**src/logic/eth_loopback_pkg.sv**
```systemverilog
// Ethernet loopback shared constants, stream and event structs, and counter register map
package eth_loopback_pkg;

    // Frame sizes, scaled down for simulation
    localparam int MIN_FRAME_LEN = 16;
    localparam int MAX_FRAME_LEN = 256;
    localparam int FIFO_DEPTH    = 512;
    localparam int FIFO_ADDR_W   = 9;
    localparam int IFG_CYCLES    = 12;
    localparam int LEN_W         = 16;

    // Statistics and host bus
    localparam int STAT_W      = 32;
    localparam int STAT_COUNT  = 6;
    localparam int AXIL_ADDR_W = 8;
    localparam int AXIL_DATA_W = 32;

    // Counter indices, byte address is index times 4
    localparam int STAT_RX_GOOD     = 0;
    localparam int STAT_RX_RUNT     = 1;
    localparam int STAT_RX_OVERSIZE = 2;
    localparam int STAT_DROP_BAD    = 3;
    localparam int STAT_DROP_FULL   = 4;
    localparam int STAT_TX_FRAME    = 5;

    // AXI response codes
    localparam logic [1:0] RESP_OKAY   = 2'b00;
    localparam logic [1:0] RESP_SLVERR = 2'b10;

    typedef struct packed {
        logic [7:0] data;
        logic       last;
        logic       bad;
    } frame_beat_t;

    // Declared high to low so that bit n is counter n
    typedef struct packed {
        logic tx_frame;
        logic drop_full;
        logic drop_bad;
        logic rx_oversize;
        logic rx_runt;
        logic rx_good;
    } stat_event_t;

    typedef struct packed {
        logic [AXIL_ADDR_W-1:0]   awaddr;
        logic                     awvalid;
        logic [AXIL_DATA_W-1:0]   wdata;
        logic [AXIL_DATA_W/8-1:0] wstrb;
        logic                     wvalid;
        logic                     bready;
        logic [AXIL_ADDR_W-1:0]   araddr;
        logic                     arvalid;
        logic                     rready;
    } axil_req_t;

    typedef struct packed {
        logic                   awready;
        logic                   wready;
        logic [1:0]             bresp;
        logic                   bvalid;
        logic                   arready;
        logic [AXIL_DATA_W-1:0] rdata;
        logic [1:0]             rresp;
        logic                   rvalid;
    } axil_rsp_t;

endpackage

```
**src/logic/rx_frame_check.sv**
```systemverilog
// Receive frame checker: counts frame length, flags runts, truncates and flags oversize frames
`resetall
`timescale 1ns/1ps
`default_nettype none

module rx_frame_check (
    input  wire logic                          clk,
    input  wire logic                          rst_n,

    // Receive stream, cannot be stalled
    input  wire eth_loopback_pkg::frame_beat_t rx_beat,
    input  wire logic                          rx_valid,

    // Checked stream towards the frame FIFO
    output eth_loopback_pkg::frame_beat_t      chk_beat,
    output logic                               chk_valid,

    // Per-frame statistics strobes
    output logic                               ev_good,
    output logic                               ev_runt,
    output logic                               ev_oversize
);

import eth_loopback_pkg::*;

// Bytes already passed in the current frame
logic [LEN_W-1:0] len_cnt;
logic [LEN_W-1:0] len_next;
logic             discard;
logic             at_limit;
logic             is_runt;

always_comb begin
    len_next = len_cnt + LEN_W'(1);
    // This beat would be byte MAX_FRAME_LEN + 1
    at_limit = len_cnt == LEN_W'(MAX_FRAME_LEN);
    is_runt  = len_next < LEN_W'(MIN_FRAME_LEN);
end

always_ff @(posedge clk or negedge rst_n) begin
    if (!rst_n) begin
        chk_valid   <= 1'b0;
        ev_good     <= 1'b0;
        ev_runt     <= 1'b0;
        ev_oversize <= 1'b0;
        len_cnt     <= '0;
        discard     <= 1'b0;
    end else begin
        chk_valid   <= 1'b0;
        ev_good     <= 1'b0;
        ev_runt     <= 1'b0;
        ev_oversize <= 1'b0;
        if (rx_valid) begin
            if (discard) begin
                // Swallow the tail of a truncated frame
                if (rx_beat.last) begin
                    discard <= 1'b0;
                end
            end else if (at_limit) begin
                chk_valid   <= 1'b1;
                ev_oversize <= 1'b1;
                len_cnt     <= '0;
                discard     <= !rx_beat.last;
            end else if (rx_beat.last) begin
                chk_valid <= 1'b1;
                ev_runt   <= is_runt;
                ev_good   <= !is_runt && !rx_beat.bad;
                len_cnt   <= '0;
            end else begin
                chk_valid <= 1'b1;
                len_cnt   <= len_next;
            end
        end
    end
end

// Beat payload, qualified by chk_valid
always_ff @(posedge clk) begin
    if (rx_valid) begin
        chk_beat.data <= rx_beat.data;
        chk_beat.last <= rx_beat.last || at_limit;
        chk_beat.bad  <= at_limit || (rx_beat.last && (rx_beat.bad || is_runt));
    end
end

endmodule

`resetall

```
**config.mk**
```make
export PLATFORM = sky130hd
export DESIGN_NAME = rx_frame_check
export DESIGN_NICKNAME = d
export VERILOG_FILES = /design/src/logic/eth_loopback_pkg.sv /design/src/logic/rx_frame_check.sv
export SDC_FILE = /design/constraint.sdc
export NUM_CORES = 1
export LEC_CHECK = 0
export ABC_AREA = 1
export BUFFER_PORTS_ARGS = -buffer_cell sky130_fd_sc_hd__buf_2
export CORE_UTILIZATION = 56
export CTS_CLUSTER_DIAMETER = 120
export DETAILED_ROUTE_END_ITERATION = 12
export MAX_ROUTING_LAYER = met4
export PLACE_DENSITY = 0.85
export SETUP_SLACK_MARGIN = 0.05
export SLEW_MARGIN = 20
export SYNTH_ARGS = -nofsm -noshare
export SYNTH_HDL_FRONTEND = slang
export SYNTH_SLANG_ARGS = --single-unit
```
**constraint.sdc**
```tcl
create_clock -name clk -period 1.85 [get_ports clk]
set_input_delay 0.185 -clock clk [delete_from_list [all_inputs] [get_ports clk]]
set_output_delay 0.185 -clock clk [all_outputs]
set_load 0.02 [all_outputs]
```
### After elaboration in Yosys (flattened, before gate mapping)

Index checks and enable logic that the tools add are counted.

| word-level totals | value |
|---|---|
| flip-flop bits (word level) | 31 |
| bits in latches | 0 |
| memory bits (writable) | 0 |
| ROM bits | 0 |
| output and inout bits | 14 |
| word-level logic and storage cells | 40 |
| memories | 0 |

| operators by class | value |
|---|---|
| add/subtract/negate cells | 1 |
| multipliers | 0 |
| div/mod/pow operators | 0 |
| order comparisons | 1 |
| equal/unequal tests | 1 |
| shift-type cells | 0 |
| multiplexer cells | 18 |
| bitwise logic cells | 1 |
| reductions and logical operators | 9 |

Operators with widths:

| operator | number |
|---|---|
| 16-bit two-way mux | 2 |
| 16-bit by 1-bit adder with 16-bit output (second input constant) | 1 |
| 16-bit by 9-bit == test with 1-bit output (second input constant) | 1 |
| 16-bit by 5-bit < comparator with 1-bit output (second input constant) | 1 |
| 1-bit two-way mux | 16 |
| 1-bit zero test | 3 |
| 1-bit logical OR | 3 |
| 1-bit logical AND | 2 |
| 2-bit AND reduction | 1 |
| 1-bit inverter | 1 |

### Depth between registers and ports, before layout

| depth | value |
|---|---|
| depth in word-level cells | 8 |
| mapped depth | 13 |
| mapped depth without buffers | 12 |

### Worst setup path after synthesis

No wires, ideal clock.

| timing | value |
|---|---|
| path type | register to register |
| start | reg len_cnt[1] |
| end | reg chk_beat[0] (netlist bit) (data pin) |
| setup time | 0.140 ns |
| arrival time | 1.411 ns |
| data required time | 1.710 ns |
| setup slack | 0.299 ns |
| cell stages (with the launch flop) | 10 |
| path buffers | 0 |
| cell sequence | dfrtp_1 -> ha_1 -> nand2_1 -> nor2_2 -> nand2_1 -> xor2_1 -> nand3_1 -> nor2_4 -> nand2_2 -> a21oi_2 |

| on the way | value |
|---|---|
| cells in the longest elaborated chain, start to end | 5 |
| elaborated cells between the ends (all ways) | 6 |
| classes of those cells | add/sub: 1; order compare: 1; eq/ne: 1; reduce/logical: 3 |

RTL lines:

| item | line | text |
|---|---|---|
| start: declaration | rx_frame_check.sv:27 | `logic [LEN_W-1:0] len_cnt;` |
| start signal: assignment | rx_frame_check.sv:71 | `len_cnt <= len_next;` |
| 16-bit by 1-bit adder with 16-bit output | rx_frame_check.sv:34 | `len_next = len_cnt + LEN_W'(1);` |
| 16-bit by 5-bit < comparator with 1-bit output | rx_frame_check.sv:37 | `is_runt = len_next < LEN_W'(MIN_FRAME_LEN);` |
| 1-bit logical OR | rx_frame_check.sv:82 | `chk_beat.bad <= at_limit \|\| (rx_beat.last && (rx_beat.bad \|\| is_runt));` |
| 1-bit logical AND | rx_frame_check.sv:82 |  |
| 1-bit logical OR * | rx_frame_check.sv:82 |  |
| end: declaration | rx_frame_check.sv:15 | `output eth_loopback_pkg::frame_beat_t chk_beat,` |

Every way passes the cells marked *; elsewhere a longest branch is shown, timed or not.
A chain may end at the register's enable or synchronous reset.

### Final worst setup path

Same ends and word-level chain as after synthesis.

==> impl_results.md <==
* Cell count after synthesis at 199
* Via density at 5.65
* Worst endpoint required time at 1.96 ns
* Clk_skew at 0.0130 ns
* Seq/Total Area, Yosys at 0.482
* Max_cap viols at 0
* Vias at 1521
* Starting density of the core at 0.605
* H-Tree Level Count at 2
* Period utilization at 0.963
* Net count, final at 252
* Distinct cell type count after synthesis at 27
* Final setup violation count at 0
* Worst hold slack at 0.0146 ns
* Normalized max-slew margin at 0.676
* Layout cell share with drive strength beyond 1 at 0.332
* CTS clk-pin slew, worst paths at 0.10 ns
* GR Util met2 at 0.407
* CTS Buf Count at 5
* Area leader, netlist: dfrtp_1
* CP Max Fanout at 4
* Global-route wire length before repair at 6280 um
* CTS Buffer Depth at 2
* Kind of critical path: register to register
* Die X at 57.3 um
* Clock Latency Late Sink at 0.35 ns
* Synth top area share at 0.307
* Dpl ws at 0.0297 ns
* Vias in the first global route at 1347
* Slowest stage delay, CP at 0.43 ns
* Core ar. at 0.00283 sq mm
* Least-Margin Pin Slew at 0.487 ns
* Clock Tree Root: clkbuf_4
* Row cnt at 19
* Cell area after synthesis at 0.00171 sq mm
* Most frequent cells in the layout: nand2_1, buf_2, dfrtp_1, inv_1, nand3_1
* Worst Hold Class: input port to register
* Status: finished with violations
* P&R area growth vs syn at 19.5%
* Critical path's slowest cell: dfrtp_1
* Die span in y at 57.3 um
* Antenna Diode Count at 0
* # IOs at 27
* Pwr per Cell Area at 723 mW/mm^2
* Number of synthesized flops with an enable pin at 10
* Commonest non-fill, non-tap cell in the layout: nand2_1
* Grt peak-use layer: met2
* Post-synth net total at 214
* Final Hold Vio Count at 0
* Failing checks: design-rule violations
* Startpoint Class: register
* Asr flop ratio synth at 0.677
* Fin worst setup slack at 0.0682 ns
* Ys flop type: dfrtp_1
* VDD IR max at 0.469 mV
* Max frequency at 0.561 GHz
* Gr usage total at 0.272
* DIE AREA at 0.00328 sq mm
* I/O Buffers at 26
* Met1 GRT Util at 0.348
* Detailed-placement wirelength estimate at 2870 um
* CP arrival at 1.89 ns
* Met3 Use GR at 0.0635
* DR DRC count at 3
* Leak at 0.960 nW
* Yosys reg bits at 31
* Routed WL per cell at 15.3 um
* Most used cell, CP: nand2_1
* CTS tree: built
* Ordered cell list for the critical path: ha_4 -> nand3_1 -> o21ai_0 -> nand2_1 -> nand2_1 -> nor2_2 -> nand2_1 -> nor2_2 -> nand2_2 -> a21oi_2
* Worst path buffer plus inverter count at 0
* Slew Viols, Final at 0
* Synth Warn # at 0
* Cell family with most CP delay: simple AND/OR/NAND/NOR gates
* Post-route ant nets at 0
* Dominant cells by area after synthesis: dfrtp_1, edfxtp_1, nand2_1
* DRT Pass-1 Iters at 11
* Clock sink count at 31
* Overflow after GRT at 0
* DRT iter0 DRCs at 72
* Initial antenna violation count at 0
* Largest net degree at the start of global routing at 22
* GP Congestion at 0.867
* Min Tclk post-route at 1.78 ns
* WL final at 4120 um
* RSZ-0062 raised after global routing: yes
* Syn Area/Cell at 8.60 sq um
* CP Capture Type: register
## state kept, by name, summed over array words and instances (netlist names)
register and count:
ev_runt 1, ev_oversize 1, discard 1, ev_good 1, len_cnt 16, chk_valid 1, chk_beat 10
## synth_stat cells (4+ instances only)
library cell	count
dfrtp_1	21
edfxtp_1	10
inv_1	18
inv_2	5
nand2_1	45
nand2_2	7
nand3_1	17
nand3_2	4
nand4_1	10
nor2_1	16
nor2_2	6
nor2_4	4
o21ai_0	4
o21ai_1	13
## where the power goes
part | switching (mW) | total (mW) | internal, mW | leakage [nW]
Sequential | 0.0228 | 0.763 | 0.740 | 0.386
Combinational | 0.117 | 0.190 | 0.0729 | 0.531
Clock | 0.249 | 0.527 | 0.278 | 0.0426
## per-stage QoR
stage | instance area [sq um] | utilization | std cells | TNS (ns) | total power, mW
final | 2050 | 0.723 | 269 | 0 | 1.48
after global routing | 2050 | 0.723 | 269 | -0.0735 | 1.53
after CTS | 1980 | 0.699 | 266 | 0 | 1.46
after detailed placement | 1880 | 0.665 | 256 | 0 | 0.928
after global placement | 1880 | 0.665 | 256 | 0 | 0.922
after floorplan | 1710 | - | 199 | 0 | 0.869
## logic make-up (layout without fill, tap and decap cells)
logic type      after synthesis  after routing  share of synthesized area
fa+ha+maj                     2              2                     0.0146
simple gates                113            113                      0.346
xor+xnor                      3              3                     0.0154
flops                        31             31                      0.482
buf+inv                      27             66                     0.0673
compound gates               23             23                     0.0746
## final timing paths
kind | from | to | slack (ns) | depth (start not counted)
min in group asynchronous | rst_n | len_cnt[15] | 0.31 | 2
worst min-delay path | rx_beat[9] | chk_beat[9] | 0.01 | 1
worst min register to register | discard | ev_oversize | 0.45 | 1
worst max-delay path | len_cnt[1] | chk_beat[0] | 0.07 | 10
max in group asynchronous | rst_n | len_cnt[3] | 1.19 | 2
worst max register to register | len_cnt[1] | chk_beat[0] | 0.07 | 10
## layout make-up
class | count | area [sq um]
clock inverter | 3 | 38.8
fill | 211 | 783
inverter | 23 | 88.8
multi-input combinational | 141 | 816
clock buffer | 5 | 37.5
sequential | 31 | 826
tap | 31 | 38.8
timing repair buffer | 35 | 200
## layer usage
metal,share of wire,vias to the layer above,routed length [um]
met5,0,-,0
met4,0.026,0,107
met3,0.057,12,236
met2,0.50,55,2060
met1,0.42,718,1730
li1,-,736,-
## what timing repair did
item	CTS	global route
gates resized for setup	1	10
pin swaps	0	3
setup buffers	1	3
setup endpoints to repair	2	4
hold buffers	1	0
endpoints found under the hold margin	21	0
(Power assumes the default switching activity.)
