File: src/logic/eth_loopback_pkg.sv
// Ethernet loopback shared constants, stream and event structs, and counter register map
package eth_loopback_pkg;

    // Frame sizes, scaled down for simulation
    localparam int MIN_FRAME_LEN = 16;
    localparam int MAX_FRAME_LEN = 256;
    localparam int FIFO_DEPTH    = 512;
    localparam int FIFO_ADDR_W   = 9;
    localparam int IFG_CYCLES    = 12;
    localparam int LEN_W         = 16;

    // Statistics and host bus
    localparam int STAT_W      = 32;
    localparam int STAT_COUNT  = 6;
    localparam int AXIL_ADDR_W = 8;
    localparam int AXIL_DATA_W = 32;

    // Counter indices, byte address is index times 4
    localparam int STAT_RX_GOOD     = 0;
    localparam int STAT_RX_RUNT     = 1;
    localparam int STAT_RX_OVERSIZE = 2;
    localparam int STAT_DROP_BAD    = 3;
    localparam int STAT_DROP_FULL   = 4;
    localparam int STAT_TX_FRAME    = 5;

    // AXI response codes
    localparam logic [1:0] RESP_OKAY   = 2'b00;
    localparam logic [1:0] RESP_SLVERR = 2'b10;

    typedef struct packed {
        logic [7:0] data;
        logic       last;
        logic       bad;
    } frame_beat_t;

    // Declared high to low so that bit n is counter n
    typedef struct packed {
        logic tx_frame;
        logic drop_full;
        logic drop_bad;
        logic rx_oversize;
        logic rx_runt;
        logic rx_good;
    } stat_event_t;

    typedef struct packed {
        logic [AXIL_ADDR_W-1:0]   awaddr;
        logic                     awvalid;
        logic [AXIL_DATA_W-1:0]   wdata;
        logic [AXIL_DATA_W/8-1:0] wstrb;
        logic                     wvalid;
        logic                     bready;
        logic [AXIL_ADDR_W-1:0]   araddr;
        logic                     arvalid;
        logic                     rready;
    } axil_req_t;

    typedef struct packed {
        logic                   awready;
        logic                   wready;
        logic [1:0]             bresp;
        logic                   bvalid;
        logic                   arready;
        logic [AXIL_DATA_W-1:0] rdata;
        logic [1:0]             rresp;
        logic                   rvalid;
    } axil_rsp_t;

endpackage

File: src/logic/stat_counters.sv
// Statistics counter bank, read and cleared by a host over an AXI4-Lite slave
`resetall
`timescale 1ns/1ps
`default_nettype none

module stat_counters (
    input  wire logic                          clk,
    input  wire logic                          rst_n,

    // One increment strobe per counter
    input  wire eth_loopback_pkg::stat_event_t events,

    // Host register access
    input  wire eth_loopback_pkg::axil_req_t   axil_req,
    output eth_loopback_pkg::axil_rsp_t        axil_rsp
);

import eth_loopback_pkg::*;

logic [STAT_COUNT-1:0][STAT_W-1:0] cnt;
logic [STAT_COUNT-1:0]             inc;
logic [STAT_COUNT-1:0]             clr;

// Write channel state
logic                     aw_full;
logic                     w_full;
logic [AXIL_ADDR_W-1:0]   aw_addr_q;
logic [AXIL_DATA_W/8-1:0] w_strb_q;
logic [AXIL_ADDR_W-1:0]   wr_addr;
logic [AXIL_DATA_W/8-1:0] wr_strb;
logic                     awready;
logic                     wready;
logic                     aw_take;
logic                     w_take;
logic                     do_write;
logic                     bvalid;
logic [1:0]               bresp;

// Read channel state
logic                   arready;
logic                   ar_take;
logic                   rvalid;
logic [1:0]             rresp;
logic [AXIL_DATA_W-1:0] rdata;
logic [AXIL_DATA_W-1:0] rd_word;

function automatic logic addr_mapped(input logic [AXIL_ADDR_W-1:0] addr);
    return addr[AXIL_ADDR_W-1:2] < (AXIL_ADDR_W - 2)'(STAT_COUNT);
endfunction

always_comb begin
    inc     = events;
    awready = !aw_full && !bvalid;
    wready  = !w_full && !bvalid;
    arready = !rvalid;
    aw_take = axil_req.awvalid && awready;
    w_take  = axil_req.wvalid && wready;
    ar_take = axil_req.arvalid && arready;

    // Address and data may arrive in either order
    wr_addr  = aw_take ? axil_req.awaddr : aw_addr_q;
    wr_strb  = w_take ? axil_req.wstrb : w_strb_q;
    do_write = (aw_full || aw_take) && (w_full || w_take);

    rd_word = '0;
    for (int n = 0; n < STAT_COUNT; n++) begin
        clr[n] = do_write && &wr_strb && (wr_addr[AXIL_ADDR_W-1:2] == n);
        if (axil_req.araddr[AXIL_ADDR_W-1:2] == n) begin
            rd_word = cnt[n];
        end
    end
end

always_ff @(posedge clk or negedge rst_n) begin
    if (!rst_n) begin
        cnt <= '0;
    end else begin
        for (int n = 0; n < STAT_COUNT; n++) begin
            // Clear beats a simultaneous increment
            if (clr[n]) begin
                cnt[n] <= '0;
            end else if (inc[n]) begin
                cnt[n] <= cnt[n] + 1'b1;
            end
        end
    end
end

always_ff @(posedge clk or negedge rst_n) begin
    if (!rst_n) begin
        aw_full <= 1'b0;
        w_full  <= 1'b0;
        bvalid  <= 1'b0;
        rvalid  <= 1'b0;
    end else begin
        if (do_write) begin
            aw_full <= 1'b0;
            w_full  <= 1'b0;
            bvalid  <= 1'b1;
        end else begin
            aw_full <= aw_full || aw_take;
            w_full  <= w_full || w_take;
            if (bvalid && axil_req.bready) begin
                bvalid <= 1'b0;
            end
        end

        if (ar_take) begin
            rvalid <= 1'b1;
        end else if (rvalid && axil_req.rready) begin
            rvalid <= 1'b0;
        end
    end
end

// Held address, strobes and response payloads
always_ff @(posedge clk) begin
    if (aw_take) begin
        aw_addr_q <= axil_req.awaddr;
    end
    if (w_take) begin
        w_strb_q <= axil_req.wstrb;
    end
    if (do_write) begin
        bresp <= addr_mapped(wr_addr) ? RESP_OKAY : RESP_SLVERR;
    end
    if (ar_take) begin
        rresp <= addr_mapped(axil_req.araddr) ? RESP_OKAY : RESP_SLVERR;
        rdata <= addr_mapped(axil_req.araddr) ? rd_word : '0;
    end
end

always_comb begin
    axil_rsp.awready = awready;
    axil_rsp.wready  = wready;
    axil_rsp.bresp   = bresp;
    axil_rsp.bvalid  = bvalid;
    axil_rsp.arready = arready;
    axil_rsp.rdata   = rdata;
    axil_rsp.rresp   = rresp;
    axil_rsp.rvalid  = rvalid;
end

endmodule

`resetall

File: config.mk
export PLATFORM = sky130hd
export DESIGN_NAME = stat_counters
export DESIGN_NICKNAME = d
export VERILOG_FILES = /design/src/logic/eth_loopback_pkg.sv /design/src/logic/stat_counters.sv
export SDC_FILE = /design/constraint.sdc
export NUM_CORES = 1
export LEC_CHECK = 0
export BUFFER_PORTS_ARGS = -buffer_cell sky130_fd_sc_hd__buf_2
export CELL_PAD_IN_SITES_DETAIL_PLACEMENT = 1
export CELL_PAD_IN_SITES_GLOBAL_PLACEMENT = 1
export CORE_UTILIZATION = 35
export CTS_CLUSTER_SIZE = 30
export DETAILED_ROUTE_END_ITERATION = 7
export PLACE_DENSITY = 0.64
export SYNTH_ARGS = -nofsm -noshare
export SYNTH_HDL_FRONTEND = slang
export SYNTH_SLANG_ARGS = --single-unit
File: constraint.sdc
create_clock -name clk -period 2.25 [get_ports clk]
set_clock_uncertainty 0.05 [all_clocks]
set_input_delay 0.3375 -clock clk [delete_from_list [all_inputs] [get_ports clk]]
set_output_delay 0.3375 -clock clk [all_outputs]
set_load 0.02 [all_outputs]
* Word level (Yosys, flattened, before mapping)
Index checks and enable logic that the tools add are counted.
** Storage, ports and cells
- Register bits :: 244
- Bits of input ports :: 65
- Output and inout port bits :: 41
- Word-level logic and storage cells :: 94
** Cells by class
- Add/sub/neg operators :: 6
- $lt $le $gt $ge :: 2
- Equality and inequality tests :: 10
- Multiplexer cells :: 28
- Reductions and logical operators :: 32
** Operators by type and width (number)
- 32-bit 2-to-1 mux :: 18
- 32-bit by 1-bit adder with 32-bit output, second input constant :: 6
- 6-bit by 2-bit equality test with 1-bit output, second input constant :: 4
- 6-bit by 3-bit equality test with 1-bit output, second input constant :: 4
- 2-bit nonzero test :: 8
- 1-bit logical AND :: 15
- 6-bit by 1-bit equality test with 1-bit output, second input constant :: 2
- 6-bit logical NOT :: 2
- 6-bit by 3-bit less-than comparator with 1-bit output, second input constant :: 2
- 8-bit 2-to-1 mux :: 1
- 1-bit 2-to-1 mux :: 6
- 1-bit logical NOT :: 4
- 2-bit 2-to-1 mux :: 2
- 4-bit 2-to-1 mux :: 1
- 4-bit AND reduction :: 1
- 1-bit logical OR :: 2

* Depth between registers and ports, before layout
- Depth in word-level cells :: 8
- Depth in mapped cells :: 7
- Depth with buffers taken out :: 6

* Least setup slack after synthesis
Ideal clock, no wire load.
- Path type :: flip-flop to flip-flop
- Start point :: register rvalid
- End point :: register rdata[0] (enable)
- Setup time :: 0.428 ns
- Arrival :: 1.901 ns
- Required time :: 1.772 ns
- Setup slack :: -0.129 ns
- Cell stages (with the launch flop) :: 2
- Buffers on the path :: 0
- Clock period less this slack :: 2.379 ns
- Cells stage by stage :: dfrtp_1 -> nor2b_1
** On the way
- Longest elaborated chain between the ends :: 2
** RTL lines
- start, declared :: RTL line stat_counters.sv:42 : logic rvalid;
- start signal, assigned :: RTL line stat_counters.sv:94 : rvalid <= 1'b0;
- start signal, assigned :: RTL line stat_counters.sv:109 : rvalid <= 1'b1;
- start signal, assigned :: RTL line stat_counters.sv:111 : rvalid <= 1'b0;
- 1-bit logical NOT :: RTL line stat_counters.sv:55 : arready = !rvalid;
- 1-bit logical AND :: RTL line stat_counters.sv:58 : ar_take = axil_req.arvalid && arready;
- net ar_take :: RTL line stat_counters.sv:41 : logic ar_take;
- end signal, assigned :: RTL line stat_counters.sv:129 : rdata <= addr_mapped(axil_req.araddr) ? rd_word : '0;
- end, declared :: RTL line stat_counters.sv:44 : logic [AXIL_DATA_W-1:0] rdata;
The timed path passes the listed nets, and every way through them passes these cells.
A chain may end at the register's enable or synchronous reset.

* Final worst setup path
- Start point :: register cnt[32] in the netlist's numbering
- End point :: register cnt[60] in the netlist's numbering
** On the way
- Longest elaborated chain between the ends :: 3
** RTL lines
- start, declared :: RTL line stat_counters.sv:20 : logic [STAT_COUNT-1:0][STAT_W-1:0] cnt;
- start signal, assigned by index :: RTL line stat_counters.sv:83 : cnt[n] <= cnt[n] + 1'b1;
- 32-bit by 1-bit adder with 32-bit output :: RTL line stat_counters.sv:83
- 32-bit 2-to-1 mux :: RTL line stat_counters.sv:82 : end else if (inc[n]) begin
- 32-bit 2-to-1 mux :: RTL line stat_counters.sv:80 : if (clr[n]) begin
No other way between the ends. The select of a mux whose other input is x is not followed.

==> results.py <==
metrics = {
    "outcome": {
        "status": "finished with violations",
        "failed_checks": "design-rule violations",
    },
    "route": {
        "drt-vias-per-instance": 5.32,
        "detail_route.first_pass.iterations": 7,
        "route.top_layer_used": "met4",
        "avgRoutedWirePerCell_um": 20.3,
        "met2RoutedLength_um": 16800,
        "detail_route.drc_violations": 8,
        "drt-met1-wl_um": 18200,
        "finalWirelength_um": 37400,
        "drtIter0Drc": 616,
        "vias": 9824,
        "ant_nets": 0,
        "metal3_wl_um": 1400,
    },
    "logic_synthesis": {
        "yosys.area.top_type_share": 0.386,
        "post_synth.cell_area_avg_um2": 10.1,
        "synthCells": 1254,
        "postSynth.asyncResetShare": 0.817,
        "ys_types": 54,
        "sequential_fraction_of_the_synthesis_area": 0.482,
        "ys_warn_count": 0,
        "synth_edf_count": 34,
        "ys_seq_elements": 240,
        "synth_top_flop_cell": "dfrtp_1",
        "synthDominantAreaCellType": "dfrtp_1",
        "synth_area_leaders": "dfrtp_1 (39%), edfxtp_1 (8.0%), xor2_1 (8.0%)",
        "netlist_area_um2": 12700,
    },
    "cells_and_area": {
        "fillers": 4001,
        "antenna_cells": 0,
        "drive_above_1_share": 0.176,
        "areaGrowthSynthToFinish_pct": 18.4,
        "finalCoreUtilization": 0.422,
        "final-instance-count-excl-fill": 1845,
        "layout_net_count": 1433,
    },
    "critical_path": {
        "critical_path_buf_inv_count": 0,
        "critPathArrivalTime_ns": 2.46,
        "crit_start": "cnt[32]$_DFFE_PN0P_",
        "crit_path_kind": "reg -> reg",
        "worst_setup_path_end_kind": "flip-flop",
        "cpLargestDelayFamily": "simple AND/OR/NAND/NOR gates",
        "cp_cell_sequence": "ha_1 > nand3_1 > or4_4 > nor3_1 > xnor2_1 > nor2_1",
        "crit_path_max_fanout": 4,
        "required_ns": 2.62,
        "start_kind": "flip-flop",
        "timing.rr.start": "cnt[32]$_DFFE_PN0P_",
        "critical-path-max-stage-delay_ns": 0.62,
        "critical_path.slowest_cell": "or4_4",
    },
    "timing": {
        "setup_viol_count_final": 0,
        "rsz0062_at_grt": "false",
        "hold_viol": 0,
        "max_slew.worst_pin.slew_ns": 0.544,
        "setup_ws_ns": 0.152,
        "final_min_period_over_clock_period": 0.932,
        "max_freq_mhz": 477,
        "slew_violations": 0,
        "final.min_clock_period_ns": 2.10,
        "slew_headroom": 0.636,
    },
    "floorplanning": {
        "fp.dieW_um": 193,
        "die_y_um": 193,
        "ios": 106,
        "design.die.area_um2": 37100,
        "placeableCoreArea_um2": 35700,
        "core.rowCount": 69,
        "initial_utilization": 0.356,
    },
    "min_path": {
        "min_from": "axil_req[11]",
        "hp-class": "in -> reg",
    },
    "pwr": {
        "maximum_ir_drop_on_the_vdd_rail_v": 0.000570,
        "power.leakage_nw": 6.40,
        "switchingPower_mw": 3.80,
        "clockPowerShare": 0.380,
        "p_sw_frac": 0.302,
        "internal_power_mw": 8.75,
        "power_frac_comb": 0.169,
        "sequentialPowerShare": 0.451,
        "power.density_cell_area_nw_per_um2": 835,
    },
    "clocking": {
        "number_of_buffers_created_by_cts": 29,
        "cts_tree": "done",
        "htree_levels": 1,
        "clkLatencyLatePin_ns": 0.55,
        "clk_root_buffer_cell": "clkbuf_16",
        "clock-sinks": 240,
        "buffer_depth_of_the_longest_clock_path": 3,
        "clk_pin_slew_worst_paths_ns": 0.06,
    },
    "grt": {
        "grt_antenna_before_repair": 0,
        "grt_pass1_vias": 10073,
        "grt_max_degree": 60,
        "grt_first_pass_wirelength_um": 59800,
        "global_route.overflow_total": 0,
        "grtUsageTotal": 0.211,
    },
    "placed_design": {
        "post-place-ws_ns": -0.0108,
        "port_buf_inserts": 67,
        "gpl.final_weighted_congestion": 0.830,
        "dp_hpwl_um": 27700,
        "post-place-cells": 1780,
    },
    "flow_run": {
        "maxCapViolCount": 0,
    },
}
## worst min-delay path, cell delays in order
cell     delay [ns]
buf_2          0.08
a21oi_1        0.11
nor2_1         0.09
## cell usage after synthesis (all sizes together) (3+ instances only)
cell / n
dfxtp: 10
clkbuf: 22
o21ai: 59
or4: 3
nand4: 76
edfxtp: 34
mux2: 8
a21oi: 31
inv: 15
nor3: 22
and4: 23
nor4: 23
and2: 7
nand3: 63
mux2i: 24
dfrtp: 196
nor2: 227
xnor2: 61
ha: 6
buf: 40
and3: 30
xor2: 116
or3: 9
mux4: 32
nor2b: 3
nand2: 94
nor3b: 4
## worst paths after layout
kind | depth (start not counted) | slack [ns] | to
worst max-delay path | 6 | 0.15 | cnt[60]$_DFFE_PN0P_
worst min-delay path | 3 | 0.07 | w_full$_DFF_PN0_
worst max register to register | 6 | 0.15 | cnt[60]$_DFFE_PN0P_
worst min register to register | 1 | 0.43 | w_strb_q[3]$_DFF_P_
max in group asynchronous | 3 | 1.16 | cnt[147]$_DFFE_PN0P_
min in group asynchronous | 2 | 0.25 | cnt[64]$_DFFE_PN0P_
## layer usage
metal | vias to the layer above | global-route usage
met5 | - | 0
met4 | 0 | 0.0636
met3 | 43 | 0.0258
met2 | 150 | 0.323
met1 | 5009 | 0.309
li1 | 4622 | -
## cell usage in the layout (no fill, tap or decap), types with 3 or more instances in the layout
| cell | n |
|---|---|
| nand3_1 | 62 |
| dfrtp_1 | 196 |
| nor4_1 | 16 |
| clkinvlp_4 | 3 |
| clkbuf_16 | 29 |
| clkinv_2 | 8 |
| or3_1 | 9 |
| o21ai_0 | 59 |
| a21oi_1 | 31 |
| nor4_2 | 3 |
| mux4_2 | 32 |
| nor3_4 | 3 |
| and4_1 | 23 |
| nand4_1 | 75 |
| mux2i_1 | 24 |
| buf_2 | 65 |
| and2_1 | 6 |
| clkbuf_1 | 3 |
| buf_4 | 51 |
| nor2_1 | 224 |
| xnor2_1 | 61 |
| nor4_4 | 4 |
| and3_1 | 30 |
| mux2_2 | 8 |
| xor2_1 | 116 |
| nor2_2 | 3 |
| bufinv_16 | 3 |
| nand2_1 | 94 |
| clkbuf_8 | 6 |
| dlygate4sd3_1 | 10 |
| dfxtp_1 | 10 |
| inv_1 | 14 |
| nor3_1 | 18 |
| ha_1 | 6 |
| edfxtp_1 | 34 |
| buf_12 | 11 |
## what timing repair did
| item | in CTS | in global routing |
|---|---|---|
| setup buffers | 0 | 2 |
| resized for setup | 0 | 0 |
| endpoints found under the hold margin | 58 | 0 |
| setup endpoints to repair | 0 | 33 |
| hold buffers | 10 | 0 |
## cell type report
class	instances	area, µm²	area share
clock buffer	37	806	0.0536
clock inverter	16	165	0.0110
inverter	15	56.3	0.00374
multi-input combinational	938	6260	0.417
sequential	240	6130	0.407
tap	461	577	0.0384
timing repair buffer	138	1040	0.0693
## cells by family after synthesis
family | after synthesis | share of synthesized area
simple gates | 593 | 0.240
buf+inv | 77 | 0.0279
compound gates | 96 | 0.0393
fa+ha+maj | 6 | 0.00591
xor+xnor | 177 | 0.122
other cells | 1 | 0.000295
flops | 240 | 0.482
mux | 64 | 0.0827
## registers in the layout, indices dropped and copies added (netlist names)
signal     flops
aw_full        1
bresp          1
bvalid         1
w_strb_q       4
rvalid         1
aw_addr_q      6
cnt          192
rresp          1
rdata         32
w_full         1
## power groups by stage
stage | combinational (mW) | sequential (mW) | clock [mW]
after global placement | 2.05 | 5.70 | 0
after CTS | 2.14 | 5.65 | 4.90
after detailed placement | 2.12 | 5.73 | 0
after global routing | 2.37 | 5.74 | 5.06
final | 2.13 | 5.66 | 4.77
after floorplan | 1.39 | 5.56 | 0
## metrics by stage
step / total power, mW / setup TNS, ns / area [µm²] / hold WS [ns]
6_report: 12.5 / 0 / 15000 / 0.0687
5_1_grt: 13.2 / 0 / 15000 / 0.0628
4_1_cts: 12.7 / 0 / 15000 / 0.0433
3_5_place_dp: 7.84 / -0.0108 / 14000 / 0.280
3_3_place_gp: 7.75 / 0 / 14000 / 0.285
2_1_floorplan: 6.95 / 0 / 12700 / -0.00809
(Power assumes the default switching activity.)
