===== config.mk =====
export PLATFORM = sky130hd
export DESIGN_NAME = tx_frame_gap
export DESIGN_NICKNAME = d
export VERILOG_FILES = /design/src/logic/eth_loopback_pkg.sv /design/src/logic/tx_frame_gap.sv
export SDC_FILE = /design/constraint.sdc
export NUM_CORES = 1
export LEC_CHECK = 0
export ABC_CLOCK_PERIOD_IN_PS = 3900
export BUFFER_PORTS_ARGS = -buffer_cell sky130_fd_sc_hd__buf_2
export CORE_AREA = 3 3 40 42
export CTS_CLUSTER_DIAMETER = 30
export DETAILED_ROUTE_END_ITERATION = 7
export DIE_AREA = 0 0 43 45
export SLEW_MARGIN = 20
export SYNTH_ARGS = -nofsm -noshare
export SYNTH_HDL_FRONTEND = slang
export SYNTH_SLANG_ARGS = --single-unit

===== constraint.sdc =====
create_clock -name clk -period 3.9 [get_ports clk]
set_input_delay 0.39 -clock clk [delete_from_list [all_inputs] [get_ports clk]]
set_output_delay 0.39 -clock clk [all_outputs]
set_load 0.05 [all_outputs]

===== src/logic/eth_loopback_pkg.sv =====
// Ethernet loopback shared constants, stream and event structs, and counter register map
package eth_loopback_pkg;

    // Frame sizes, scaled down for simulation
    localparam int MIN_FRAME_LEN = 16;
    localparam int MAX_FRAME_LEN = 256;
    localparam int FIFO_DEPTH    = 512;
    localparam int FIFO_ADDR_W   = 9;
    localparam int IFG_CYCLES    = 12;
    localparam int LEN_W         = 16;

    // Statistics and host bus
    localparam int STAT_W      = 32;
    localparam int STAT_COUNT  = 6;
    localparam int AXIL_ADDR_W = 8;
    localparam int AXIL_DATA_W = 32;

    // Counter indices, byte address is index times 4
    localparam int STAT_RX_GOOD     = 0;
    localparam int STAT_RX_RUNT     = 1;
    localparam int STAT_RX_OVERSIZE = 2;
    localparam int STAT_DROP_BAD    = 3;
    localparam int STAT_DROP_FULL   = 4;
    localparam int STAT_TX_FRAME    = 5;

    // AXI response codes
    localparam logic [1:0] RESP_OKAY   = 2'b00;
    localparam logic [1:0] RESP_SLVERR = 2'b10;

    typedef struct packed {
        logic [7:0] data;
        logic       last;
        logic       bad;
    } frame_beat_t;

    // Declared high to low so that bit n is counter n
    typedef struct packed {
        logic tx_frame;
        logic drop_full;
        logic drop_bad;
        logic rx_oversize;
        logic rx_runt;
        logic rx_good;
    } stat_event_t;

    typedef struct packed {
        logic [AXIL_ADDR_W-1:0]   awaddr;
        logic                     awvalid;
        logic [AXIL_DATA_W-1:0]   wdata;
        logic [AXIL_DATA_W/8-1:0] wstrb;
        logic                     wvalid;
        logic                     bready;
        logic [AXIL_ADDR_W-1:0]   araddr;
        logic                     arvalid;
        logic                     rready;
    } axil_req_t;

    typedef struct packed {
        logic                   awready;
        logic                   wready;
        logic [1:0]             bresp;
        logic                   bvalid;
        logic                   arready;
        logic [AXIL_DATA_W-1:0] rdata;
        logic [1:0]             rresp;
        logic                   rvalid;
    } axil_rsp_t;

endpackage


===== src/logic/tx_frame_gap.sv =====
// Transmit stage that forwards frames and holds the inter-frame gap after each one
`resetall
`timescale 1ns/1ps
`default_nettype none

module tx_frame_gap (
    input  wire logic                          clk,
    input  wire logic                          rst_n,

    // Frames from the FIFO
    input  wire eth_loopback_pkg::frame_beat_t in_beat,
    input  wire logic                          in_valid,
    output logic                               in_ready,

    // Transmit stream
    output eth_loopback_pkg::frame_beat_t      tx_beat,
    output logic                               tx_valid,
    input  wire logic                          tx_ready,

    output logic                               ev_tx_frame
);

import eth_loopback_pkg::*;

// Idle cycles left before the next frame may start
logic [$clog2(IFG_CYCLES + 1)-1:0] gap_cnt;
logic                              gap_open;

always_comb begin
    gap_open    = gap_cnt == '0;
    tx_valid    = in_valid && gap_open;
    in_ready    = tx_ready && gap_open;
    tx_beat     = in_beat;
    tx_beat.bad = 1'b0;
    ev_tx_frame = in_valid && tx_ready && gap_open && in_beat.last;
end

always_ff @(posedge clk or negedge rst_n) begin
    if (!rst_n) begin
        gap_cnt <= '0;
    end else if (ev_tx_frame) begin
        gap_cnt <= $bits(gap_cnt)'(IFG_CYCLES);
    end else if (!gap_open) begin
        gap_cnt <= gap_cnt - 1'b1;
    end
end

endmodule

`resetall


Word level (Yosys, flattened, before mapping)
Index checks and enable logic that the tools add are counted.
{ "classes": {"add_sub_neg": 1, "n_eq_ne": 1, "reduce_logical": 6, "muxes": 2} }
{ "op_table": {"columns": ["cell", "n"], "rows": [
  ["$mux 4", 2],
  ["$logic_and 1x1->1", 5],
  ["$logic_not 4->1", 1],
  ["$sub 4x1->4 const B", 1],
  ["$ne 2x2->1 const B", 1]
]} }
{ "totals": {"ff_bits": 4, "out_inout_bits": 13} }

Logic depth before layout (Yosys ltp)
Gate-level depths: netlist of the first run.
{ "logic_depth": {"depth_word": 4, "ltp_mapped": 6, "depth_no_buf": 6} }

Worst setup path before layout of the first run
Ideal clock, no wire load.
{ "synth_path": {"path_kind": "register to output", "startpoint": "register gap_cnt[0]", "endpoint": "output port in_ready", "setup_slack_ns": 2.141, "n_path_buf": 0, "stages_incl_launch_ff": 5, "t_arrival_ns": 1.369, "path_cell_list": "dfrtp_1 > inv_1 > ha_1 > nor3b_2 > and2_1"} }
{ "synth_via": {"elab_chain_len": 2} }
{ "synth_lines": {"columns": ["element", "line", "source"], "rows": [
  ["from (decl)", "tx_frame_gap.sv:26", "logic [$clog2(IFG_CYCLES + 1)-1:0] gap_cnt;"],
  ["from (signal assigned)", "tx_frame_gap.sv:42", "gap_cnt <= $bits(gap_cnt)'(IFG_CYCLES);"],
  ["from (signal assigned)", "tx_frame_gap.sv:44", "gap_cnt <= gap_cnt - 1'b1;"],
  ["$logic_not 4->1", "tx_frame_gap.sv:30", "gap_open = gap_cnt == '0;"],
  ["$logic_and 1x1->1", "tx_frame_gap.sv:32", "in_ready = tx_ready && gap_open;"],
  ["to (decl)", "tx_frame_gap.sv:13", "output logic in_ready,"]
]} }
Every way passes these cells.

Final worst setup path of the first run
{ "layout_path": {"startpoint": "register gap_cnt[0]", "endpoint": "output port ev_tx_frame"} }
{ "layout_via": {"elab_chain_len": 3} }
{ "layout_lines": {"columns": ["element", "line", "source"], "rows": [
  ["$logic_not 4->1", "tx_frame_gap.sv:30", null],
  ["$logic_and 1x1->1 (2 in a row)", "tx_frame_gap.sv:35", "ev_tx_frame = in_valid && tx_ready && gap_open && in_beat.last;"],
  ["to (decl)", "tx_frame_gap.sv:20", "output logic ev_tx_frame"]
]} }
Every way passes these cells.

==> Implementation_results.wiki, run 1 <==
{| class="wikitable"
! Metric !! Value
|-
| Placement-stage cell area || a little under 300 um^2
|-
| Average cell area after synthesis || 8.98 um^2
|-
| Detailed-route via count || 216
|-
| Cells after DPL || 47
|-
| Number of violations of the max-capacitance limit || 0
|-
| Largest net degree at the start of global routing || 9
|-
| Top area cells in the synthesized netlist || dfrtp_1, buf_4, ha_1
|-
| Commonest register cell after synthesis || dfrtp_1
|-
| Setup repair bufs after CTS || 0
|-
| Num Clock Sinks || 4
|-
| Unrepaired setup endpoints after global routing || false
|-
| Outcome || complete, no violations
|-
| WL per Instance || around 9.3 um
|-
| Maximum clock frequency || 0.463 GHz
|-
| Vias in the first global route || 196
|-
| Hpwl dp || between 400 and 500 um
|-
| Number of enable-type register cells in the synthesized netlist || 0
|-
| Xor and xnor area share after synthesis || 2.87%
|-
| Global-route wire length before repair || 800 um
|-
| Cell leakage power || approximately 0.00016 uW
|-
| Aggregate global routing overflow || 0
|-
| Port buffer count || 8
|-
| Cell at the root of the clock tree || clkbuf_4
|-
| Number of library cell types mapped by synthesis || 15
|-
| Biggest register || gap_cnt
|-
| Total iterations of the first detailed-routing run || 2
|-
| Async S/R FF share, synth || 100%
|-
| Total non-filler cell area in the finished layout || 322 um^2
|-
| Critical Setup Path Class || flop to output pin
|-
| Max reg flops || 4
|-
| Syn nets || 50
|-
| Placeable core region || 1280 um^2
|-
| Clock transition at the registers of the reported paths || roughly 0.04 ns
|-
| I/O Pins || 27
|-
| Startpoint type of the worst setup path || flop
|-
| Clk buf depth || 2
|-
| Maximum ir drop on the vdd rail || 0.000231 V
|-
| Chip width || 43 um
|-
| Clock tree from TritonCTS || yes
|-
| Worst Hold Class || primary input to async pin
|-
| Number of instances in the synthesized netlist || 34
|-
| Sequential element share of the synthesized area || 32.8%
|-
| Residual DRC count || 0
|-
| Most frequently used cell type in the post-synthesis netlist || buf_4
|-
| Clock period minus final worst setup slack || 2.16 ns
|-
| Crit end category || output pin
|-
| CTS H-tree lvls || 1
|-
| Number of antenna violations at the first check in global routing || 0
|-
| Proportion of netlist area held by the largest area contributor || about a third
|-
| Synthesis-to-layout area growth || 5.33%
|-
| Layout cells sized above 1 || 33.3%
|-
| Critical-path maximum fanout || 8
|-
| Total of fill cells in the finished design || 140
|-
| Synthesized-area fraction occupied by ao, oa, aoi and oai cells || 7.79%
|-
| Number of warnings issued by yosys || 0
|-
| Power density over the cells || 737 nW/um^2
|-
| Post-layout instance count excluding filler cells || 51
|-
| Clock Skews || 0.00477 ns
|-
| Count of state elements after synthesis || 4
|-
| Final hold violation count || 0
|-
| WP data required || 3.51 ns
|-
| Count of nets left with antenna violations after detail routing || 0
|-
| Final weighted congestion of routability-driven global placement || 0.726
|-
| # rows || 13
|-
| Drt via density || 4.24
|-
| Combinational family with the most area after synthesis || buffers and inverters
|-
| Setup violations, final || 0
|-
| Final setup TNS || 0 ns
|-
| Overall routing resource usage || between 6 and 7%
|-
| Commonest cells post-synth || buf_4, dfrtp_1, nand3_1, o21ai_0
|-
| Number of clock buffers inserted by TritonCTS || 3
|-
| Cell area after synthesis || 305 um^2
|-
| Top flop regs || gap_cnt: 4 flops
|-
| Final worst path period share || between 50 and 60%
|-
| WL final || about 480 um
|-
| Y dimension of the die || 45 um
|-
| Later-pin clock latency in the skew report || between 0.2 and 0.25 ns
|-
| Mux cell area share after synthesis || 0%
|-
| Initial cell density of the core || 23.8%
|-
| Fraction of the mapped netlist area in simple logic gates || 18.9%
|-
| Final net count || 54
|-
| Adder-cell share of the synthesized area || 8.20%
|-
| Number of violations reported at the end of detailed-routing iteration 0 || 3
|-
| Cell type with the highest aggregate area in the netlist || dfrtp_1
|-
| # diodes || 0
|-
| Arr. time, crit path || between 1.5 and 2 ns
|-
| Pins over their slew limit || 0
|-
| Area enclosed by the die boundary || 1940 um^2
|}
[worst paths after layout]
| check | from | end | depth (start not counted) | slack [ns] |
|---|---|---|---|---|
| worst max register to register | gap_cnt[0] | gap_cnt[3] | 6 | 2.47 |
| min in group clk | tx_ready | gap_cnt[2] | 3 | 0.50 |
| max in group asynchronous | rst_n | gap_cnt[0] | 2 | 3.29 |
| worst max-delay path | gap_cnt[0] | ev_tx_frame | 6 | 1.74 |
| worst min-delay path | rst_n | gap_cnt[3] | 2 | 0.49 |
| worst min register to register | gap_cnt[1] | gap_cnt[1] | 2 | 0.53 |
[through the flow]
stage | hold WS, ns | total power, uW | setup WS (ns) | utilization [%]
2_1_floorplan | 0.0944 | 187 | 2.14 | -
3_3_place_gp | 0.195 | 185 | 1.98 | 22.5
3_5_place_dp | 0.201 | 190 | 1.98 | 22.5
4_1_cts | 0.483 | 243 | 1.72 | 25.0
5_1_grt | 0.485 | 263 | 1.57 | 25.0
6_report | 0.485 | 237 | 1.74 | 25.0
[layout make-up]
class	count	area, um^2	area share (%)
timing repair buffer	9	50.0	15.6
tap	15	18.8	5.84
sequential	4	100	31.1
clock buffer	3	22.5	7.00
multi-input combinational	17	119	37.0
inverter	3	11.3	3.50
[metal layers]
metal  GRT usage (%)  routed length (um)  vias up
met4            2.41                   0        0
met3            7.17                  93        0
met2            7.78                 179       14
li1                -                   -      106
met5               0                   0        -
met1            6.05                 203       96
[power by group]
group          total [uW]  switching [uW]  internal [uW]
logic                 102            59.3           43.2
clock network        50.2            15.9           34.3
registers            84.3            19.5           64.8
[critical path, cell delays in order (launching register included)]
cell and delay (ns):
dfrtp_1 0.39, inv_1 0.09, ha_1 0.16, nor3b_2 0.36
nand4_1 0.20, clkinv_1 0.09, buf_2 0.26
[cells by family after synthesis]
| logic type | count (synthesis) |
|---|---|
| buf+inv | 13 |
| fa+ha+maj | 2 |
| flops | 4 |
| simple gates | 9 |
| other cells | 1 |
| xor+xnor | 1 |
| compound gates | 4 |
[cells in the final DEF (no fill, tap or decap)]
cell / instances
nor3b_2: 1
a211o_1: 1
buf_2: 8
clkbuf_4: 3
and2_1: 2
dfrtp_1: 4
nand3_1: 3
ha_1: 2
inv_1: 2
conb_1: 1
nor3_1: 1
nand4_1: 1
xnor2_1: 1
dlygate4sd3_1: 1
o21ai_0: 3
or3_1: 1
clkinv_1: 1
[timing repair]
action,CTS,global route
hold buffers,1,0
endpoints found under the hold margin,4,0
setup endpoints to repair,0,0
resized for setup,0,0
Note: power is estimated with default switching activity, not from simulation.
==> inputs of run 2 (changes only) <==
--- a/config.mk
+++ b/config.mk
@@ -5,7 +5,8 @@
 export SDC_FILE = /design/constraint.sdc
 export NUM_CORES = 1
 export LEC_CHECK = 0
-export ABC_CLOCK_PERIOD_IN_PS = 3900
+export ABC_AREA = 1
+export ABC_CLOCK_PERIOD_IN_PS = 1880
 export BUFFER_PORTS_ARGS = -buffer_cell sky130_fd_sc_hd__buf_2
 export CORE_AREA = 3 3 40 42
 export CTS_CLUSTER_DIAMETER = 30
==> constraint.sdc (replaced) <==
create_clock -name clk -period 1.88 [get_ports clk]
set_input_delay 0.188 -clock clk [delete_from_list [all_inputs] [get_ports clk]]
set_output_delay 0.188 -clock clk [all_outputs]
set_load 0.05 [all_outputs]
==> Implementation_results.wiki, run 2 <==
{| class="wikitable"
! Metric !! Value
|-
| WP data required || around 1.7 ns
|-
| Clock period minus final worst setup slack || 1.78 ns
|-
| Arr. time, crit path || ~1.6 ns
|-
| Top flop regs || gap_cnt: 4 flops
|-
| Maximum clock frequency || between 0.5 and 0.6 GHz
|-
| Top area cells in the synthesized netlist || dfrtp_1, buf_4, inv_1
|-
| Num Clock Sinks || 4
|-
| Clock tree from TritonCTS || yes
|-
| Pre-CTS WS || around 0.32 ns
|-
| Final weighted congestion of routability-driven global placement || between 0.7 and 0.8
|-
| Hold path endpoint || gap_cnt[3]
|-
| Setup violations, final || 0
|-
| Min-Delay Path Depth || 3
|-
| Commonest non-fill, non-tap cells in the layout || inv_1, buf_2, nand2_1
|-
| Vias in the first global route || ~210
|-
| Placeable core region || approximately 1300 um^2
|-
| R2r worst-path depth || 7
|-
| Power density over the cells || 1550 nW/um^2
|-
| Area enclosed by the die boundary || 1940 um^2
|-
| Cell type with the highest aggregate area in the netlist || dfrtp_1
|-
| Switching power || 244 uW
|-
| Internal reg-to-reg setup slack || ~0.63 ns
|-
| Footprint of the flip-flops and latches || 100 um^2
|-
| Number of violations of the max-capacitance limit || 0
|-
| Y dimension of the die || 45 um
|-
| I/O Pins || 27
|-
| Min-delay src || in_valid
|-
| Seq pwr share || 31.6%
|-
| Max reg flops || 4
|-
| Clock Skews || slightly below 0.01 ns
|-
| Worst Hold Class || primary input to flop
|-
| Synthesis-to-layout area growth || 5.54%
|-
| CTS H-tree lvls || 1
|-
| Multi-input logic area || roughly 130 um^2
|-
| Maximum ir drop on the vdd rail || ~0.0007 V
|-
| Initial cell density of the core || 26.4%
|-
| Unrepaired setup endpoints after global routing || false
|-
| Setup repair bufs after CTS || 0
|-
| Total non-filler cell area in the finished layout || 358 um^2
|-
| Hpwl dp || 399 um
|-
| Detailed-route via count || 249
|-
| Later-pin clock latency in the skew report || 0.24 ns
|-
| Residual DRC count || 0
|-
| Final core utilization || between 20 and 30%
|-
| Layout cells sized above 1 || just under 30%
|-
| Number of antenna violations at the first check in global routing || 0
|-
| Chip width || 43 um
|-
| Clock transition at the registers of the reported paths || approximately 0.040 ns
|-
| Cell leakage power || 0.000208 uW
|-
| Number of warnings issued by yosys || 0
|-
| Most frequently used cell type in the post-synthesis netlist || buf_4
|-
| Critical Setup Path Class || flop to output pin
|-
| Drt via density || around 4.0
|-
| Final hold violation count || 0
|-
| Placement-stage cell area || 323 um^2
|-
| Crit end category || output pin
|-
| Startpoint type of the worst setup path || flop
|-
| Number of clock buffers inserted by TritonCTS || 3
|-
| Critical-path maximum fanout || 6
|-
| Gate power share || between 40% and 50%
|-
| Number of instances in the synthesized netlist || 45
|-
| Average cell area after synthesis || 7.54 um^2
|-
| Number of library cell types mapped by synthesis || 15
|-
| Internal cell power || 311 uW
|-
| Pins over their slew limit || 0
|-
| Overall routing resource usage || 6.68%
|-
| Final worst-path setup slack || 0.104 ns
|-
| Aggregate global routing overflow || 0
|-
| Proportion of netlist area held by the largest area contributor || 29.5%
|-
| Final worst path period share || ~94%
|-
| Clock network fraction of design power || between 10% and 20%
|-
| Outcome || complete, no violations
|-
| Biggest register || gap_cnt
|-
| WL per Instance || about 8.6 um
|-
| Startpoint of the most critical register-to-register path || gap_cnt[0]
|-
| Cell area after synthesis || 339 um^2
|-
| Count of nets left with antenna violations after detail routing || 0
|-
| Clk buf depth || 2
|-
| # rows || 13
|-
| Final net count || 65
|-
| WL final || ~530 um
|-
| Largest net degree at the start of global routing || 7
|-
| Final setup TNS || 0 ns
|-
| Syn nets || 61
|-
| Async S/R FF share, synth || 100%
|-
| Sequential element share of the synthesized area || between 20 and 30%
|-
| Total iterations of the first detailed-routing run || 3
|-
| Reg-to-Reg End || gap_cnt[0]
|-
| Number of violations reported at the end of detailed-routing iteration 0 || 5
|-
| Number of enable-type register cells in the synthesized netlist || 0
|-
| Count of state elements after synthesis || 4
|-
| Port buffer count || 8
|-
| Total of fill cells in the finished design || 135
|-
| # diodes || 0
|-
| Cell at the root of the clock tree || clkbuf_4
|-
| Global-route wire length before repair || 876 um
|-
| Commonest cells post-synth || buf_4, inv_1, nand2_1
|-
| Fraction of power spent switching nets || between 40% and 50%
|-
| Commonest register cell after synthesis || dfrtp_1
|}
-- run 2: cell count changes after synthesis, moves of 2 or more --
cell      before  now
o211ai_1       0    2
nand2_1        0    6
inv_1          2    7
o21ai_0        3    1
nor2_1         0    4
and2_1         2    0
-- run 2: cell type report --
cell class / count / share of cell area (%)
Multi-Input combinational cell: 23 / 37.4
Sequential cell: 4 / 28.0
Timing Repair Buffer: 9 / 14.7
Inverter: 8 / 8.39
Clock buffer: 3 / 6.29
Tap cell: 15 / 5.24
-- run 2: how the worst max path moves through the flow --
stage | startpoint | end | slack, ns
floorplan | gap_cnt[0] | in_ready | 0.14
global route | gap_cnt[0] | in_ready | 0.005
CTS | gap_cnt[0] | ev_tx_frame | 0.06
detailed placement | gap_cnt[0] | ev_tx_frame | 0.32
finish | gap_cnt[0] | tx_valid | 0.10
global placement | gap_cnt[0] | ev_tx_frame | 0.32
-- run 2: per-stage QoR --
stage                     power [uW]  instances  hold WS (ns)
after floorplan                  445         45        -0.108
after global placement           448         58      -0.00685
after detailed placement         449         58      -0.00680
after CTS                        562         62         0.274
after global routing             611         62         0.288
final                            555         62         0.274
-- run 2: cells by family (layout without fill, tap and decap cells) --
group / Yosys count / count (layout) / share of synthesized area (%)
AO/OA/AOI/OAI: 3 / 3 / 5.90
XOR/XNOR: 1 / 1 / 2.58
adder cells (fa/ha/maj): 2 / 2 / 7.38
buffers and inverters: 18 / 20 / 31.0
flip-flops: 4 / 4 / 29.5
other: 1 / 1 / 1.11
AND/OR/NAND/NOR: 16 / 16 / 22.5
-- run 2: routing by layer --
layer / wire (um) / up-vias / track usage [%]
li1: - / 131 / -
met1: 230 / 107 / 7.06
met2: 230 / 9 / 8.08
met3: 60 / 2 / 5.58
met4: 11 / 0 / 6.02
met5: 0 / - / 0
-- run 2: power groups by stage --
stage | Sequential [uW] | Combinational, uW | Clock [uW]
final | 175 | 272 | 108
after global routing | 178 | 314 | 119
after CTS | 175 | 274 | 112
after detailed placement | 176 | 273 | 0
after global placement | 176 | 272 | 0
after floorplan | 167 | 278 | 0
-- run 2: repair_timing --
item | 4_1_cts | 5_1_grt
setup endpoints to repair | 0 | 1
hold buffers | 1 | 0
hold endpoints to repair | 4 | 0
gates resized for setup | 0 | 2
-- run 2: critical path, cell delays in order (launching register included) --
cell and delay (ns):
dfrtp_1 0.37, inv_1 0.14, ha_1 0.21, nand2_2 0.07
nor2_4 0.14, inv_1 0.09, nor2_1 0.08, buf_2 0.26
